<file path="src/logic/lsu_pkg.sv">
`default_nettype none

package lsu_pkg;

  localparam int XLEN      = 32;
  localparam int ADDR_W    = 32;
  localparam int BUS_BYTES = 8;
  localparam int MEM_WORDS = 256;
  localparam int LANE_W    = $clog2(BUS_BYTES);
  localparam int MEM_IDX_W = $clog2(MEM_WORDS);

  typedef logic [XLEN-1:0]        reg_data_t;
  typedef logic [ADDR_W-1:0]      addr_t;
  typedef logic [8*BUS_BYTES-1:0] bus_data_t;
  typedef logic [BUS_BYTES-1:0]   bus_strb_t;
  typedef logic [LANE_W-1:0]      lane_t;
  typedef logic [MEM_IDX_W-1:0]   mem_idx_t;

  typedef logic [3:0] axi_id_t;
  typedef logic [7:0] axi_len_t;
  typedef logic [2:0] axi_size_t;
  typedef logic [1:0] axi_burst_t;
  typedef logic [1:0] axi_resp_t;

  localparam axi_burst_t AXI_BURST_INCR = 2'b01;
  localparam axi_resp_t  AXI_RESP_OKAY  = 2'b00;

  typedef enum logic [3:0] {
    LSU_LB  = 4'd0,
    LSU_LH  = 4'd1,
    LSU_LW  = 4'd2,
    LSU_LBU = 4'd3,
    LSU_LHU = 4'd4,
    LSU_SB  = 4'd5,
    LSU_SH  = 4'd6,
    LSU_SW  = 4'd7
  } lsu_op_t;

  typedef enum logic [2:0] {
    IDLE,
    WRITE,
    READ,
    CAPTURE,
    DONE
  } master_state_t;

  typedef struct packed {
    lsu_op_t   op;
    reg_data_t base;
    reg_data_t imm;
    reg_data_t wdata;
  } lsu_req_t;

  typedef struct packed {
    reg_data_t result;
    logic      err;
  } lsu_rsp_t;

  // axi channel payloads without their valid and ready.
  typedef struct packed {
    addr_t      addr;
    axi_id_t    id;
    axi_len_t   len;
    axi_size_t  size;
    axi_burst_t burst;
  } axi_aw_t;

  typedef struct packed {
    bus_data_t data;
    bus_strb_t strb;
    logic      last;
  } axi_w_t;

  typedef struct packed {
    axi_resp_t resp;
  } axi_b_t;

  typedef struct packed {
    addr_t      addr;
    axi_id_t    id;
    axi_len_t   len;
    axi_size_t  size;
    axi_burst_t burst;
  } axi_ar_t;

  typedef struct packed {
    bus_data_t data;
    axi_resp_t resp;
    logic      last;
  } axi_r_t;

endpackage

`default_nettype wire

</file>
<file path="src/logic/lsu_axi_master.sv">
`timescale 1ns/10ps
`default_nettype none

module lsu_axi_master import lsu_pkg::*; (
  input  logic      clock,
  input  logic      reset,
  input  logic      req_i,
  input  addr_t     bus_addr_i,
  input  axi_size_t size_i,
  input  logic      is_store_i,
  input  logic      misaligned_i,
  input  bus_data_t wbeat_i,
  input  bus_strb_t wstrb_i,
  input  reg_data_t result_i,
  input  logic      awready_i,
  input  logic      wready_i,
  input  axi_b_t    b_i,
  input  logic      bvalid_i,
  input  logic      arready_i,
  input  axi_r_t    r_i,
  input  logic      rvalid_i,
  output logic      ack_o,
  output lsu_rsp_t  rsp_o,
  output axi_aw_t   aw_o,
  output logic      awvalid_o,
  output axi_w_t    w_o,
  output logic      wvalid_o,
  output logic      bready_o,
  output axi_ar_t   ar_o,
  output logic      arvalid_o,
  output logic      rready_o,
  output logic      capture_o,
  output bus_data_t beat_o
);

  master_state_t state_q;
  master_state_t state_d;
  logic          aw_done_q;
  logic          w_done_q;
  logic          ar_done_q;
  logic          err_q;
  bus_data_t     beat_q;
  logic          aw_fire;
  logic          w_fire;
  logic          b_fire;
  logic          ar_fire;
  logic          r_fire;

  assign aw_o = '{addr: bus_addr_i, id: '0, len: '0, size: size_i, burst: AXI_BURST_INCR};
  assign w_o  = '{data: wbeat_i, strb: wstrb_i, last: 1'b1};
  assign ar_o = '{addr: bus_addr_i, id: '0, len: '0, size: size_i, burst: AXI_BURST_INCR};

  // aw and w go out together and each drops once it has been taken.
  assign awvalid_o = (state_q == WRITE) && !aw_done_q;
  assign wvalid_o  = (state_q == WRITE) && !w_done_q;
  assign bready_o  = (state_q == WRITE) && aw_done_q && w_done_q;
  assign arvalid_o = (state_q == READ) && !ar_done_q;
  assign rready_o  = (state_q == READ) && ar_done_q;

  assign aw_fire = awvalid_o && awready_i;
  assign w_fire  = wvalid_o && wready_i;
  assign b_fire  = bvalid_i && bready_o;
  assign ar_fire = arvalid_o && arready_i;
  assign r_fire  = rvalid_i && rready_o;

  always_comb begin
    state_d = state_q;
    case (state_q)
      IDLE: begin
        if (req_i) begin
          if (misaligned_i) begin
            state_d = DONE;
          end else if (is_store_i) begin
            state_d = WRITE;
          end else begin
            state_d = READ;
          end
        end
      end
      WRITE: begin
        if (b_fire) begin
          state_d = DONE;
        end
      end
      READ: begin
        if (r_fire) begin
          state_d = CAPTURE;
        end
      end
      CAPTURE: state_d = DONE;
      DONE: begin
        if (!req_i) begin
          state_d = IDLE;
        end
      end
      default: state_d = IDLE;
    endcase
  end

  always_ff @(posedge clock or posedge reset) begin
    if (reset) begin
      state_q   <= IDLE;
      aw_done_q <= 1'b0;
      w_done_q  <= 1'b0;
      ar_done_q <= 1'b0;
      err_q     <= 1'b0;
    end else begin
      state_q <= state_d;
      if (state_q == IDLE) begin
        aw_done_q <= 1'b0;
        w_done_q  <= 1'b0;
        ar_done_q <= 1'b0;
        if (req_i) begin
          err_q <= misaligned_i;
        end
      end
      if (aw_fire) begin
        aw_done_q <= 1'b1;
      end
      if (w_fire) begin
        w_done_q <= 1'b1;
      end
      if (ar_fire) begin
        ar_done_q <= 1'b1;
      end
      // slave errors fold into the same flag.
      if (b_fire) begin
        err_q <= (b_i.resp != AXI_RESP_OKAY);
      end
      if (r_fire) begin
        err_q <= (r_i.resp != AXI_RESP_OKAY);
      end
    end
  end

  always_ff @(posedge clock) begin
    if (r_fire) begin
      beat_q <= r_i.data;
    end
  end

  assign capture_o = (state_q == CAPTURE);
  assign beat_o    = beat_q;

  assign ack_o = (state_q == DONE);
  assign rsp_o = '{result: result_i, err: err_q};

  assert property (@(posedge clock) disable iff (reset)
    awvalid_o && !awready_i |=> awvalid_o);

  // ack holds until the core lets go of req.
  assert property (@(posedge clock) disable iff (reset) ack_o && req_i |=> ack_o);

endmodule

`default_nettype wire

</file>
<file path="config.mk">
export PLATFORM = sky130hd
export DESIGN_NAME = lsu_axi_master
export DESIGN_NICKNAME = d
export VERILOG_FILES = /design/src/logic/lsu_pkg.sv /design/src/logic/lsu_axi_master.sv
export SDC_FILE = /design/constraint.sdc
export NUM_CORES = 1
export LEC_CHECK = 0
export BUFFER_PORTS_ARGS = -buffer_cell sky130_fd_sc_hd__buf_2
export CAP_MARGIN = 0
export CORE_AREA = 2 2 194 196
export CTS_BUF_LIST = sky130_fd_sc_hd__clkbuf_4 sky130_fd_sc_hd__clkbuf_8 sky130_fd_sc_hd__clkbuf_16
export DETAILED_ROUTE_END_ITERATION = 10
export DIE_AREA = 0 0 196 198
export HOLD_SLACK_MARGIN = 0.03
export SLEW_MARGIN = 20
export SYNTH_ARGS = -nofsm -noshare
export SYNTH_HDL_FRONTEND = slang
export SYNTH_SLANG_ARGS = --single-unit
</file>
<file path="constraint.sdc">
create_clock -name clock -period 5.9 [get_ports clock]
set_input_delay 0.295 -clock clock [delete_from_list [all_inputs] [get_ports clock]]
set_output_delay 0.295 -clock clock [all_outputs]
set_load 0.05 [all_outputs]
</file>
==> summary.txt <==
Timing
  • Max_slew headroom: 0.4370
  • Period utilization: 0.3460
  • Final Skew: approximately 0.0053 ns
  • RSZ-0062 raised after global routing: no
  • Final Hold Viols: 0
  • TNS Setup: 0 ns
  • Fmax: 489.9 MHz
  • Setup-failing EPs final: 0
  • Hold Slack: about 0.14 ns
  • Worst-Margin Slew: about 0.84 ns
  • Final Max Slew Viols: 0
  • Final min period: approximately 2.0 ns

Power
  • Pleak: 0.001622 uW
  • Max VDD drop: ~0.12 mV
  • Power Dens Cells: ~350 nW/um^2

Flow run
  • Max-cap violations: 0

Cells and area
  • Commonest non-fill, non-tap cell in the layout: buf_2
  • Layout area overhead: 5.282%
  • Post-layout net count: 523
  • Post-Layout Cell Count: 784
  • Antenna Cells: 0
  • Commonest cells after routing, fill and taps aside: buf_2 (149), edfxtp_1 (64), conb_1 (29)
  • Share of cells above drive strength 1: 0.5484

Worst hold path
  • Hold Crit Class: input port to flop
  • Hold path cells: 1
  • Min-Delay Endpoint: beat_o[12]$_DFFE_PP_
  • Hold path startpoint: r_i[15]

Route
  • Via count: slightly below 2k
  • Final WL: 11150 um
  • # DRC: 0
  • Via density: ~2.5
  • Post-route ant nets: 0
  • First-pass iteration count of the detailed router: 4
  • Starting DRC count in detailed routing: 34
  • Wirelength per Cell: between 10 and 15 um

Synth
  • Synth area leaders: edfxtp_1 (49%), buf_4 (39%), dfrtp_1 (4.5%)
  • Mean post-synth cell area: 12.10 um^2
  • Seq/Total Area, Yosys: 0.5365
  • Top cell type by total area after synthesis: edfxtp_1
  • Flops & latches, synth: between 70 and 80
  • Post-synth top area share: 0.4917
  • Post-Syn Instances: ~320
  • Synth Cell Area: 3909 um^2
  • Library cells used by synthesis: 21
  • Yosys warning count: 0

Setup path
  • Critical Path RT: between 5 and 6 ns
  • Crit path cell chain: inv_1 -> nor3_1 -> buf_2
  • CP top delay family: flip-flops
  • Buf/Inv on CP: 2
  • Register-to-Register Path Depth: 4
  • Flop-to-flop setup slack: slightly below 4 ns
  • Crit path max fanout: 9
  • Crit Path Class: flop to output pin
  • RR Endpoint: beat_o[50]$_DFFE_PP_
  • Critical-path top delay cell: dfrtp_1
  • CP Data Arrival Time: 1.75 ns
  • Crit path launch type: flop
  • CP Capture Type: output pin
  • CP peak stage delay: roughly 0.51 ns
  • FF-to-FF Start: state_q[0]$_DFFE_PP0P_

CTS
  • CTS tree: yes
  • Clock Tree Buf Depth: 2
  • Postcts setup bufs: 0
  • CTS Buf Count: 9
  • Worst skew pair latency: about 0.33 ns
  • Root Buffer: clkbuf_16
  • H-tree depth: 3
  • CTS clk-pin slew, worst paths: 0.06 ns
  • Clock sink count: ~70

Floorplanning
  • Die X: ~200 um
  • Placement Rows: just over 70
  • # IOs: approximately 490
  • Core footprint: roughly 37000 um^2
  • Die H: roughly 200 um
  • Initial Util: 0.1058
  • Die area: 38810 um^2

Global routing
  • First-pass GRT wire length: about 14000 um
  • Largest net degree at the start of global routing: 66
  • Tot GR Track Use: 0.05287
  • Remaining global-route overflow: 0
  • Initial antenna violation count: 0
  • Vias in the first global route: roughly 1.9k

Placed design
  • DP HPWL: 9454 um
  • Port-buffer cells: approximately 150
  • GPL Wtd Cong: 0.7278
  • Placed Instances: ~770

Outcome
  • Status: completed
## cell type report
type | count | area [um^2]
fillers | 4210 | 32840
flip-flops and latches | 71 | 2097
repair buffers | 151 | 763.2
well taps | 474 | 593.1
multi-input cells | 68 | 350.3
clock buffers | 9 | 225.2
clock inverters | 7 | 71.32
inverters | 4 | 15.01
## timing repair
action,CTS,global route
gates resized for setup,0,0
hold buffers,1,0
endpoints found under the hold margin,7,0
## logic make-up after synthesis
kind of cell           synth area share
and+or+nand+nor                 0.03777
AOI/OAI and AO/OA               0.01312
DFF                              0.5365
buffers and inverters            0.4017
other                          0.001921
muxes                          0.008962
## metal layers
metal,track usage,wire (um)
met1,0.03131,2632
met5,0,0
met2,0.09450,5328
met4,0.04433,761
met3,0.04650,2432
## sequential cells by signal (all words and copies together) (netlist names)
register	count
err_q	1
aw_done_q	1
beat_o	64
ar_done_q	1
state_q	3
w_done_q	1
## power breakdown
group | leakage [uW] | internal (uW) | total [uW] | switching (uW)
logic | 0.000817 | 76.1 | 290 | 214
registers | 0.000666 | 586 | 622 | 36.2
clock network | 0.000140 | 327 | 530 | 202
total | 0.00162 | 989 | 1440 | 452
## worst max path at each step
stage / end / start / cells past startpoint
finish: ack_o / state_q[2]$_DFFE_PP0P_ / 3
global route: beat_o[56]$_DFFE_PP_ / state_q[0]$_DFFE_PP0P_ / 4
CTS: ack_o / state_q[2]$_DFFE_PP0P_ / 3
detailed placement: beat_o[11]$_DFFE_PP_ / state_q[0]$_DFFE_PP0P_ / 4
global placement: beat_o[27]$_DFFE_PP_ / state_q[0]$_DFFE_PP0P_ / 4
floorplan: beat_o[0]$_DFFE_PP_ / state_q[0]$_DFFE_PP0P_ / 4
## worst reg2reg max path, cell delays in order, from the launching register on
cell,delay [ns]
dfrtp_1,0.49
nor2_1,0.21
nand2_1,0.13
nor2_4,0.11
buf_4,0.66
## per-stage QoR
step | cell area, um^2 | power [uW] | setup slack, ns | util
floorplan | 4010 | 1190 | 1.905 | -
global placement | 3809 | 920.3 | 3.924 | 0.1031
detailed placement | 3809 | 924.9 | 3.896 | 0.1031
CTS | 4115 | 1464 | 3.825 | 0.1114
global route | 4115 | 1504 | 3.756 | 0.1114
finish | 4115 | 1442 | 3.859 | 0.1114
## Yosys cell counts
cell type / count
buf_4: 205
edfxtp_1: 64
nor2_1: 13
dfrtp_1: 7
and3_1: 5
a21oi_1: 4
inv_1: 3
nand2_1: 3
nor3_1: 3
o21ai_0: 3
conb_1: 2
mux2i_1: 2
a41oi_1: 1
buf_2: 1
buf_6: 1
inv_2: 1
mux2_4: 1
nand3_1: 1
nor3b_2: 1
nor4b_4: 1
o211ai_1: 1
No activity file was read; power rests on OpenSTA's default activity.
