`config.mk`:
```
export PLATFORM = sky130hd
export DESIGN_NAME = lsu_align
export DESIGN_NICKNAME = d
export VERILOG_FILES = /design/src/logic/lsu_pkg.sv /design/src/logic/lsu_align.sv
export SDC_FILE = /design/constraint.sdc
export NUM_CORES = 1
export LEC_CHECK = 0
export BUFFER_PORTS_ARGS = -buffer_cell sky130_fd_sc_hd__buf_2
export CAP_MARGIN = 20
export CORE_AREA = 2 2 121 123
export DETAILED_ROUTE_END_ITERATION = 10
export DIE_AREA = 0 0 123 125
export PLACE_DENSITY = 0.86
export SLEW_MARGIN = 20
export SYNTH_ARGS = -nofsm -noshare
export SYNTH_HDL_FRONTEND = slang
export SYNTH_SLANG_ARGS = --single-unit
```
`constraint.sdc`:
```
create_clock -name clock -period 4.2 [get_ports clock]
set_input_delay 0.42 -clock clock [delete_from_list [all_inputs] [get_ports clock]]
set_output_delay 0.42 -clock clock [all_outputs]
set_load 0.03 [all_outputs]
```
`src/logic/lsu_pkg.sv`:
```
`default_nettype none

package lsu_pkg;

  localparam int XLEN      = 32;
  localparam int ADDR_W    = 32;
  localparam int BUS_BYTES = 8;
  localparam int MEM_WORDS = 256;
  localparam int LANE_W    = $clog2(BUS_BYTES);
  localparam int MEM_IDX_W = $clog2(MEM_WORDS);

  typedef logic [XLEN-1:0]        reg_data_t;
  typedef logic [ADDR_W-1:0]      addr_t;
  typedef logic [8*BUS_BYTES-1:0] bus_data_t;
  typedef logic [BUS_BYTES-1:0]   bus_strb_t;
  typedef logic [LANE_W-1:0]      lane_t;
  typedef logic [MEM_IDX_W-1:0]   mem_idx_t;

  typedef logic [3:0] axi_id_t;
  typedef logic [7:0] axi_len_t;
  typedef logic [2:0] axi_size_t;
  typedef logic [1:0] axi_burst_t;
  typedef logic [1:0] axi_resp_t;

  localparam axi_burst_t AXI_BURST_INCR = 2'b01;
  localparam axi_resp_t  AXI_RESP_OKAY  = 2'b00;

  typedef enum logic [3:0] {
    LSU_LB  = 4'd0,
    LSU_LH  = 4'd1,
    LSU_LW  = 4'd2,
    LSU_LBU = 4'd3,
    LSU_LHU = 4'd4,
    LSU_SB  = 4'd5,
    LSU_SH  = 4'd6,
    LSU_SW  = 4'd7
  } lsu_op_t;

  typedef enum logic [2:0] {
    IDLE,
    WRITE,
    READ,
    CAPTURE,
    DONE
  } master_state_t;

  typedef struct packed {
    lsu_op_t   op;
    reg_data_t base;
    reg_data_t imm;
    reg_data_t wdata;
  } lsu_req_t;

  typedef struct packed {
    reg_data_t result;
    logic      err;
  } lsu_rsp_t;

  // axi channel payloads without their valid and ready.
  typedef struct packed {
    addr_t      addr;
    axi_id_t    id;
    axi_len_t   len;
    axi_size_t  size;
    axi_burst_t burst;
  } axi_aw_t;

  typedef struct packed {
    bus_data_t data;
    bus_strb_t strb;
    logic      last;
  } axi_w_t;

  typedef struct packed {
    axi_resp_t resp;
  } axi_b_t;

  typedef struct packed {
    addr_t      addr;
    axi_id_t    id;
    axi_len_t   len;
    axi_size_t  size;
    axi_burst_t burst;
  } axi_ar_t;

  typedef struct packed {
    bus_data_t data;
    axi_resp_t resp;
    logic      last;
  } axi_r_t;

endpackage

`default_nettype wire

```
`src/logic/lsu_align.sv`:
```
`timescale 1ns/10ps
`default_nettype none

module lsu_align import lsu_pkg::*; (
  input  logic      clock,
  input  logic      reset,
  input  lsu_req_t  req_data_i,
  input  logic      capture_i,
  input  bus_data_t beat_i,
  output addr_t     bus_addr_o,
  output axi_size_t size_o,
  output logic      is_store_o,
  output logic      misaligned_o,
  output bus_data_t wbeat_o,
  output bus_strb_t wstrb_o,
  output reg_data_t result_o
);

  addr_t     eff_addr;
  lane_t     lane;
  bus_strb_t base_strb;
  bus_data_t load_bytes;
  reg_data_t load_val;

  assign eff_addr   = req_data_i.base + req_data_i.imm;
  assign lane       = eff_addr[LANE_W-1:0];
  assign bus_addr_o = {eff_addr[ADDR_W-1:LANE_W], {LANE_W{1'b0}}};

  always_comb begin
    case (req_data_i.op)
      LSU_LB, LSU_LBU, LSU_SB: size_o = 3'd0;
      LSU_LH, LSU_LHU, LSU_SH: size_o = 3'd1;
      LSU_LW, LSU_SW:          size_o = 3'd2;
      default:                 size_o = 3'd0;
    endcase
  end

  assign is_store_o = (req_data_i.op == LSU_SB) ||
                      (req_data_i.op == LSU_SH) ||
                      (req_data_i.op == LSU_SW);

  // halfwords need an even lane, words lane 0 or 4.
  always_comb begin
    case (size_o)
      3'd1:    misaligned_o = lane[0];
      3'd2:    misaligned_o = |lane[1:0];
      default: misaligned_o = 1'b0;
    endcase
  end

  always_comb begin
    case (size_o)
      3'd0:    base_strb = bus_strb_t'(8'b0000_0001);
      3'd1:    base_strb = bus_strb_t'(8'b0000_0011);
      default: base_strb = bus_strb_t'(8'b0000_1111);
    endcase
  end

  // the strobe masks off whatever lands above the stored bytes.
  assign wbeat_o = bus_data_t'(req_data_i.wdata) << {lane, 3'b000};
  assign wstrb_o = base_strb << lane;

  assign load_bytes = beat_i >> {lane, 3'b000};

  always_comb begin
    case (req_data_i.op)
      LSU_LB:  load_val = {{(XLEN-8){load_bytes[7]}}, load_bytes[7:0]};
      LSU_LBU: load_val = {{(XLEN-8){1'b0}}, load_bytes[7:0]};
      LSU_LH:  load_val = {{(XLEN-16){load_bytes[15]}}, load_bytes[15:0]};
      LSU_LHU: load_val = {{(XLEN-16){1'b0}}, load_bytes[15:0]};
      LSU_LW:  load_val = load_bytes[XLEN-1:0];
      default: load_val = '0;
    endcase
  end

  always_ff @(posedge clock or posedge reset) begin
    if (reset) begin
      result_o <= '0;
    end else if (capture_i) begin
      result_o <= load_val;
    end
  end

  // the master only captures read data.
  assert property (@(posedge clock) disable iff (reset) capture_i |-> !is_store_o);

endmodule

`default_nettype wire

```
==> insert_results.sql, run 1 <==
INSERT INTO impl_metrics (metric_group, metric, value, unit) VALUES
('outcome', 'run_status', 'finished, final reports clean', ''),
('setup_path', 'timing.critical_path.required', '3.78', 'ns'),
('global_route', 'initial_antenna_violation_count', '3', ''),
('clocking', 'clk_latency', '0.27', 'ns'),
('sta', 'finalHoldViolCount', '0', ''),
('synthesis', 'synth_seq_cells', '32', ''),
('final_layout', 'design.final.nets', '1208', ''),
('placement', 'place.detailed.hpwl', '16300', 'µm'),
('global_route', 'grt_first_pass_wirelength', '32000', 'µm'),
('pwr', 'internal-power', '1.17', 'mW'),
('clocking', 'postCtsSetupRepairBufs', '0', ''),
('pwr', 'switching_power', '1.33', 'mW'),
('final_layout', 'largest_register_ffs', '32', ''),
('placement', 'placement.setup.worst_slack', '0.739', 'ns'),
('global_route', 'grt_pass1_vias', '6395', ''),
('final_layout', 'top_regs', 'result_o x32', ''),
('clocking', 'clock_sink_count', '32', ''),
('route', 'post_drt_wl_per_cell', '17.5', 'µm'),
('setup_path', 'critPathMaxFanout', '3', ''),
('clocking', 'hold_buffers', '0', ''),
('pwr', 'irDropWorstVdd', '0.000225', 'V'),
('global_route', 'gr-usage-all-layers', '25.7', '%'),
('final_layout', 'regMostFlops', 'result_o', ''),
('final_layout', 'n_fill_cell', '1347', ''),
('synthesis', 'seq_area_frac_synth', '13.9', '%'),
('sta', 'fin_ws', '0.729', 'ns'),
('hold_path', 'hold_path_class', 'input port to async pin', ''),
('sta', 'count_of_pins_over_their_slew_limit', '0', ''),
('synthesis', 'synth_area', '0.00576', 'mm²'),
('sta', 'final.setup.tns', '0', 'ns'),
('pwr', 'pwr_density_cell', '334', 'mW/mm²'),
('setup_path', 'timing.critical_path.from', 'req_data_i[32]', ''),
('floorplan', 'floorplan.initialDensity', '40.5', '%'),
('sta', 'final_setup_violation_count', '0', ''),
('pwr', 'share_clk_of_total_power', '13.5', '%'),
('clocking', 'cts_buffer_depth', '2', ''),
('sta', 'timing.slew.headroom', '53.0', '%'),
('sta', 'timing.fmax', '288', 'MHz'),
('floorplan', 'floorplan.die.height', '125', 'µm'),
('global_route', 'global_route.overflow_total', '0', ''),
('floorplan', 'core_region_area', '0.0142', 'mm²'),
('clocking', 'clk_transition_reported_paths', '0.05', 'ns'),
('synthesis', 'area_fraction_of_the_dominant_cell_type_after_synthesis', '13.9', '%'),
('final_layout', 'share_of_cells_above_drive_strength_1', '37.3', '%'),
('synthesis', 'yosysMostFrequentCell', 'sky130_fd_sc_hd__nor2_1', ''),
('floorplan', 'dieWidth', '123', 'µm'),
('route', 'detail_route.wirelength', '20900', 'µm'),
('synthesis', 'ys_async_sr_fraction', '100', '%'),
('synthesis', 'yosysUniqueCellTypes', '59', ''),
('synthesis', 'synthTopCellsByArea', 'sky130_fd_sc_hd__dfrtp_1 (14%), sky130_fd_sc_hd__mux4_2 (9.4%), sky130_fd_sc_hd__mux2i_1 (8.3%)', ''),
('sta', 'worst_slew_pin_slew', '0.703', 'ns'),
('final_layout', 'synthToLayoutAreaGrowth', '30.0', '%'),
('setup_path', 'critPathCaptureType', 'primary output', ''),
('clocking', 'cts_tree', 'built', ''),
('route', 'detail_route.drc_violations', '0', ''),
('setup_path', 'cells_on_worst_reg2reg_path', '2', ''),
('clocking', 'number_of_buffers_inserted_during_clock_tree_synthesis', '5', ''),
('synthesis', 'yosys_warnings', '0', ''),
('setup_path', 'crit_type', 'input port to primary output', ''),
('clocking', 'cts_htree_levels', '2', ''),
('floorplan', 'dieArea', '0.0154', 'mm²'),
('clocking', 'cts_resized', '0', ''),
('synthesis', 'synthTopCellsByCount', 'sky130_fd_sc_hd__nor2_1 (83), sky130_fd_sc_hd__nand2_1 (56), sky130_fd_sc_hd__a21oi_1 (54), sky130_fd_sc_hd__o21ai_0 (52), sky130_fd_sc_hd__mux2i_1 (48)', ''),
('route', 'drtIter0Drc', '515', ''),
('synthesis', 'post_synth_edffs', '0', ''),
('pwr', 'total_leakage_power', '3.71', 'nW'),
('pwr', 'sw_frac_of_total', '53.2', '%'),
('setup_path', 'crit_path_end', 'bus_addr_o[26]', ''),
('clocking', 'cts-root-buf', 'sky130_fd_sc_hd__clkbuf_16', ''),
('route', 'route.vias.total', '7022', ''),
('placement', 'place_congestion', '0.944', '');
-- logic make-up (layout without fill, tap and decap cells) --
family | count (synthesis) | count (layout) | synth area share, %
other | 1 | 7 | 0.0652
flip-flops | 32 | 32 | 13.9
AND/OR/NAND/NOR | 217 | 217 | 17.0
AO/OA/AOI/OAI | 233 | 233 | 26.9
XOR/XNOR | 34 | 34 | 5.17
adder cells (fa/ha/maj) | 35 | 35 | 7.74
multiplexers | 88 | 88 | 20.9
buffers and inverters | 114 | 363 | 8.37
-- critical path, stage by stage --
cell and delay, ns:
sky130_fd_sc_hd__buf_2 0.11, sky130_fd_sc_hd__ha_4 0.16, sky130_fd_sc_hd__fa_4 0.50, sky130_fd_sc_hd__a21oi_2 0.21
sky130_fd_sc_hd__o211ai_1 0.12, sky130_fd_sc_hd__a211oi_1 0.38, sky130_fd_sc_hd__o31a_1 0.26, sky130_fd_sc_hd__a21oi_1 0.13
sky130_fd_sc_hd__a311oi_1 0.38, sky130_fd_sc_hd__xnor2_1 0.16, sky130_fd_sc_hd__buf_2 0.21
-- cell usage in the layout, fill, tap and decap left out, types with 4 or more instances in the layout --
| cell type | netlist | final |
|---|---|---|
| sky130_fd_sc_hd__buf_2 | 18 | 303 |
| sky130_fd_sc_hd__nor2_1 | 83 | 83 |
| sky130_fd_sc_hd__nand2_1 | 56 | 56 |
| sky130_fd_sc_hd__a21oi_1 | 54 | 54 |
| sky130_fd_sc_hd__o21ai_0 | 52 | 52 |
| sky130_fd_sc_hd__mux2i_1 | 48 | 48 |
| sky130_fd_sc_hd__inv_1 | 43 | 43 |
| sky130_fd_sc_hd__ha_1 | 34 | 33 |
| sky130_fd_sc_hd__dfrtp_1 | 32 | 32 |
| sky130_fd_sc_hd__mux4_2 | 24 | 24 |
| sky130_fd_sc_hd__o221ai_1 | 24 | 24 |
| sky130_fd_sc_hd__a211oi_1 | 23 | 23 |
| sky130_fd_sc_hd__xnor2_1 | 22 | 21 |
| sky130_fd_sc_hd__nand3_1 | 21 | 21 |
| sky130_fd_sc_hd__mux2_2 | 16 | 16 |
| sky130_fd_sc_hd__nor3_1 | 15 | 15 |
| sky130_fd_sc_hd__a31oi_1 | 14 | 14 |
| sky130_fd_sc_hd__nor2b_1 | 13 | 13 |
| sky130_fd_sc_hd__o211ai_1 | 12 | 12 |
| sky130_fd_sc_hd__xor2_1 | 12 | 11 |
| sky130_fd_sc_hd__and3_1 | 10 | 10 |
| sky130_fd_sc_hd__a22oi_1 | 8 | 8 |
| sky130_fd_sc_hd__o22ai_1 | 8 | 8 |
| sky130_fd_sc_hd__buf_4 | 8 | 8 |
| sky130_fd_sc_hd__nand2b_1 | 7 | 7 |
| sky130_fd_sc_hd__a21o_1 | 6 | 6 |
| sky130_fd_sc_hd__o31ai_1 | 6 | 6 |
| sky130_fd_sc_hd__nand4_1 | 5 | 5 |
| sky130_fd_sc_hd__clkbuf_16 | 0 | 5 |
| sky130_fd_sc_hd__o21bai_1 | 4 | 4 |
| sky130_fd_sc_hd__conb_1 | 1 | 4 |
-- worst min path at each step --
stage	from	to	slack (ns)	cells past startpoint
after global routing	reset	result_o[17]$_DFFE_PP0P_	0.29	3
after global placement	result_o[0]$_DFFE_PP0P_	result_o[0]$_DFFE_PP0P_	0.52	2
after detailed placement	result_o[1]$_DFFE_PP0P_	result_o[1]$_DFFE_PP0P_	0.52	2
final	reset	result_o[22]$_DFFE_PP0P_	0.23	3
after CTS	reset	result_o[17]$_DFFE_PP0P_	0.24	3
after floorplan	reset	result_o[0]$_DFFE_PP0P_	0.54	1
-- power groups by stage --
| stage | Clock [mW] | Combinational, mW | Sequential, mW |
|---|---|---|---|
| after floorplan | 0 | 1.21 | 0.432 |
| after global placement | 0 | 1.76 | 0.367 |
| after detailed placement | 0 | 1.78 | 0.367 |
| after CTS | 0.342 | 1.79 | 0.363 |
| after global routing | 0.357 | 1.92 | 0.367 |
| final | 0.337 | 1.80 | 0.364 |
-- routing by layer --
layer | up-vias | global-route usage, % | wire (µm)
met5 | - | 0 | 0
met4 | 0 | 11.8 | 867
met2 | 372 | 42.5 | 10100
met3 | 74 | 5.61 | 1740
li1 | 3285 | - | -
met1 | 3291 | 31.7 | 8160
-- cell type report --
cell class	instances	area [µm²]	share of cell area, %
flip-flops and latches	32	801	10.7
inverters	43	161	2.16
clock inverters	1	5.00	0.0669
diodes	3	7.51	0.100
repair buffers	313	1620	21.6
well taps	184	230	3.08
multi-input cells	611	4530	60.6
clock buffers	6	129	1.72
-- through the flow --
| stage | hold slack (ns) | instance area [µm²] | std cells | utilization, % |
|---|---|---|---|---|
| CTS | 0.244 | 7470 | 1190 | 52.6 |
| global route | 0.291 | 7480 | 1193 | 52.7 |
| floorplan | 0.536 | 5770 | 757 | - |
| finish | 0.233 | 7480 | 1193 | 52.7 |
| global placement | 0.518 | 7340 | 1183 | 51.7 |
| detailed placement | 0.522 | 7340 | 1183 | 51.7 |
Note: power is estimated with default switching activity, not from simulation.
==> run 2, diff against run 1 <==
==> constraint.sdc (replaced) <==
create_clock -name clock -period 3.5 [get_ports clock]
set_input_delay 0.35 -clock clock [delete_from_list [all_inputs] [get_ports clock]]
set_output_delay 0.35 -clock clock [all_outputs]
set_load 0.03 [all_outputs]
==> run 2 against run 1 <==
Worst setup slack lost 0.52 ns. Clock power grew 20%. Sequential cell count is the same. Critical path depth is the same. Final area grew 1.6%. Core utilization grew 0.86 points. Worst hold slack lost 0.070 ns. Global-route usage grew 0.23 points. Via count shrank 0.26%. First-iteration DRC count shrank 8.9%. Final cell count grew 1.2%.
==> insert_results.sql, run 2 (same netlist as run 1, synthesis figures left out) <==
INSERT INTO impl_metrics (metric_group, metric, value, unit) VALUES
('sta', 'timing.fmax', '304', 'MHz'),
('placement', 'place.detailed.hpwl', '16700', 'µm'),
('route', 'detail-route-antenna-nets', '0', ''),
('floorplan', 'core_region_area', '0.0142', 'mm²'),
('final_layout', 'n_fill_cell', '1366', ''),
('sta', 'final_setup_violation_count', '0', ''),
('route', 'detail_route.first_pass.iterations', '6', ''),
('clocking', 'clock_sink_count', '32', ''),
('final_layout', 'synthToLayoutAreaGrowth', '32.1', '%'),
('floorplan', 'fp-row-count', '44', ''),
('sta', 'worst_slew_pin_slew', '0.649', 'ns'),
('hold_path', 'hold_path_class', 'input port to async pin', ''),
('clocking', 'cts_buffer_depth', '2', ''),
('floorplan', 'ios', '308', ''),
('route', 'drtIter0Drc', '469', ''),
('final_layout', 'top_regs', 'result_o x32', ''),
('sta', 'final.setup.tns', '0', 'ns'),
('sta', 'count_of_pins_over_their_slew_limit', '0', ''),
('route', 'detail_route.drc_violations', '0', ''),
('route', 'detail_route.vias_per_cell', '5.80', ''),
('final_layout', 'sequential_cell_area', '801', 'µm²'),
('final_layout', 'layout_common_cells', 'sky130_fd_sc_hd__buf_2 (303), sky130_fd_sc_hd__nor2_1 (83), sky130_fd_sc_hd__nand2_1 (56), sky130_fd_sc_hd__a21oi_1 (54), sky130_fd_sc_hd__o21ai_0 (52)', ''),
('outcome', 'run_status', 'finished, final reports clean', ''),
('global_route', 'grt_first_pass_wirelength', '32500', 'µm'),
('clocking', 'cts_resized', '0', ''),
('setup_path', 'critPathCaptureType', 'primary output', ''),
('setup_path', 'worst_path_largest_cell_delay', '0.50', 'ns'),
('route', 'post_drt_wl_per_cell', '17.4', 'µm'),
('route', 'route.vias.total', '7004', ''),
('sta', 'timing.slew.headroom', '56.6', '%'),
('setup_path', 'timing.critical_path.required', '3.15', 'ns'),
('sta', 'rsz0062_at_grt', 'no', ''),
('clocking', 'number_of_buffers_inserted_during_clock_tree_synthesis', '5', ''),
('global_route', 'initial_antenna_violation_count', '3', ''),
('sta', 'fin_skew', '0', 'ns'),
('global_route', 'global_route.overflow_total', '0', ''),
('setup_path', 'crit_type', 'input port to primary output', ''),
('clocking', 'clk_latency', '0.28', 'ns'),
('floorplan', 'dieArea', '0.0154', 'mm²'),
('pwr', 'irDropWorstVdd', '0.000277', 'V'),
('final_layout', 'regMostFlops', 'result_o', ''),
('placement', 'numPortBuffers', '303', ''),
('placement', 'place_congestion', '0.940', ''),
('clocking', 'cts-root-buf', 'sky130_fd_sc_hd__clkbuf_16', ''),
('global_route', 'grt_pass1_vias', '6726', ''),
('final_layout', 'layout_commonest_cell', 'sky130_fd_sc_hd__buf_2', ''),
('clocking', 'cts_htree_levels', '2', ''),
('clocking', 'postCtsSetupRepairBufs', '0', ''),
('placement', 'dpl-instance-area', '0.00746', 'mm²'),
('setup_path', 'timing.critical_path.arrival', '2.94', 'ns'),
('clocking', 'hold_buffers', '0', ''),
('floorplan', 'floorplan.initialDensity', '40.5', '%'),
('clocking', 'clk_transition_reported_paths', '0.05', 'ns'),
('final_layout', 'design.final.nets', '1222', ''),
('sta', 'period_minus_slack', '3.29', 'ns'),
('final_layout', 'multiInputGateArea', '0.00454', 'mm²'),
('final_layout', 'final_design_area_no_fill', '0.00760', 'mm²'),
('setup_path', 'crit_chain', 'buf_2 -> ha_4 -> fa_4 -> a21oi_2 -> o21ai_2 -> a221o_2 -> a311oi_4 -> nor4_2 -> a311oi_2 -> xnor2_1 -> buf_2', ''),
('global_route', 'grt_max_degree', '71', ''),
('pwr', 'pwr_density_cell', '401', 'mW/mm²'),
('floorplan', 'dieWidth', '123', 'µm'),
('route', 'detail_route.wirelength', '21000', 'µm'),
('setup_path', 'crit_path_start_kind', 'input port', ''),
('clocking', 'cts_tree', 'built', ''),
('pwr', 'total_leakage_power', '3.78', 'nW'),
('setup_path', 'cp_slowest_cell', 'sky130_fd_sc_hd__fa_4', ''),
('setup_path', 'critPathMaxFanout', '3', ''),
('sta', 'finalHoldViolCount', '0', ''),
('setup_path', 'timing.critical_path.mode_cell', 'sky130_fd_sc_hd__buf_2', ''),
('final_layout', 'largest_register_ffs', '32', ''),
('final_layout', 'share_of_cells_above_drive_strength_1', '38.2', '%'),
('global_route', 'gr-usage-all-layers', '25.9', '%'),
('sta', 'min_period_over_period', '93.9', '%'),
('floorplan', 'floorplan.die.height', '125', 'µm'),
('flow_run', 'number_of_max_capacitance_violations_reported', '0', '');
[run 2: layout make-up]
type / instances / share of cell area (%)
diodes: 3 / 0.0987
clock buffers: 6 / 1.69
clock inverters: 1 / 0.0658
inverters: 43 / 2.12
multi-input cells: 611 / 59.7
flip-flops and latches: 32 / 10.5
well taps: 184 / 3.03
repair buffers: 327 / 22.8
[run 2: path summary, 6_finish.rpt]
path                                           from                  endpoint  slack (ns)  cells past startpoint
setup / recovery                     req_data_i[32]            bus_addr_o[20]        0.21                     11
hold / removal                                reset   result_o[3]$_DFFE_PP0P_        0.16                      3
setup reg to reg           result_o[28]$_DFFE_PP0P_  result_o[28]$_DFFE_PP0P_        2.74                      2
hold reg to reg             result_o[5]$_DFFE_PP0P_   result_o[5]$_DFFE_PP0P_        0.53                      2
max in group asynchronous                     reset  result_o[20]$_DFFE_PP0P_        3.03                      3
min in group clock                       beat_i[58]  result_o[26]$_DFFE_PP0P_        0.46                      3
[run 2: report_power, final]
| group | leakage, nW | internal [mW] | switching (mW) |
|---|---|---|---|
| sequential | 0.432 | 0.411 | 0.0225 |
| clock | 0.0667 | 0.258 | 0.147 |
| combinational | 3.28 | 0.767 | 1.44 |
| total | 3.78 | 1.44 | 1.61 |
[run 2: routing by layer]
layer	vias up	track usage, %	part of all wire, %	wire length [µm]
met5	-	0	0	0
met4	0	10.2	2.9	615
met3	51	4.88	8.0	1680
met2	373	44.9	50	10400
met1	3273	31.4	39	8270
li1	3307	-	-	-
[run 2: critical path, delay by kind of cell]
| family | cells | cell delay (ns) |
|---|---|---|
| AO/OA/AOI/OAI | 5 | 1.33 |
| adder cells (fa/ha/maj) | 2 | 0.66 |
| buffers and inverters | 2 | 0.34 |
| XOR/XNOR | 1 | 0.17 |
| AND/OR/NAND/NOR | 1 | 0.08 |
[run 2: per-stage QoR]
stage | std cells | total power, mW | util [%] | hold slack [ns] | setup WS, ns
finish | 1207 | 3.05 | 53.5 | 0.163 | 0.213
global route | 1207 | 3.23 | 53.5 | 0.213 | 0.0659
CTS | 1204 | 3.04 | 53.4 | 0.174 | 0.192
detailed placement | 1197 | 2.63 | 52.5 | 0.460 | 0.201
global placement | 1197 | 2.59 | 52.5 | 0.457 | 0.251
floorplan | 757 | 1.97 | - | 0.466 | 0.371
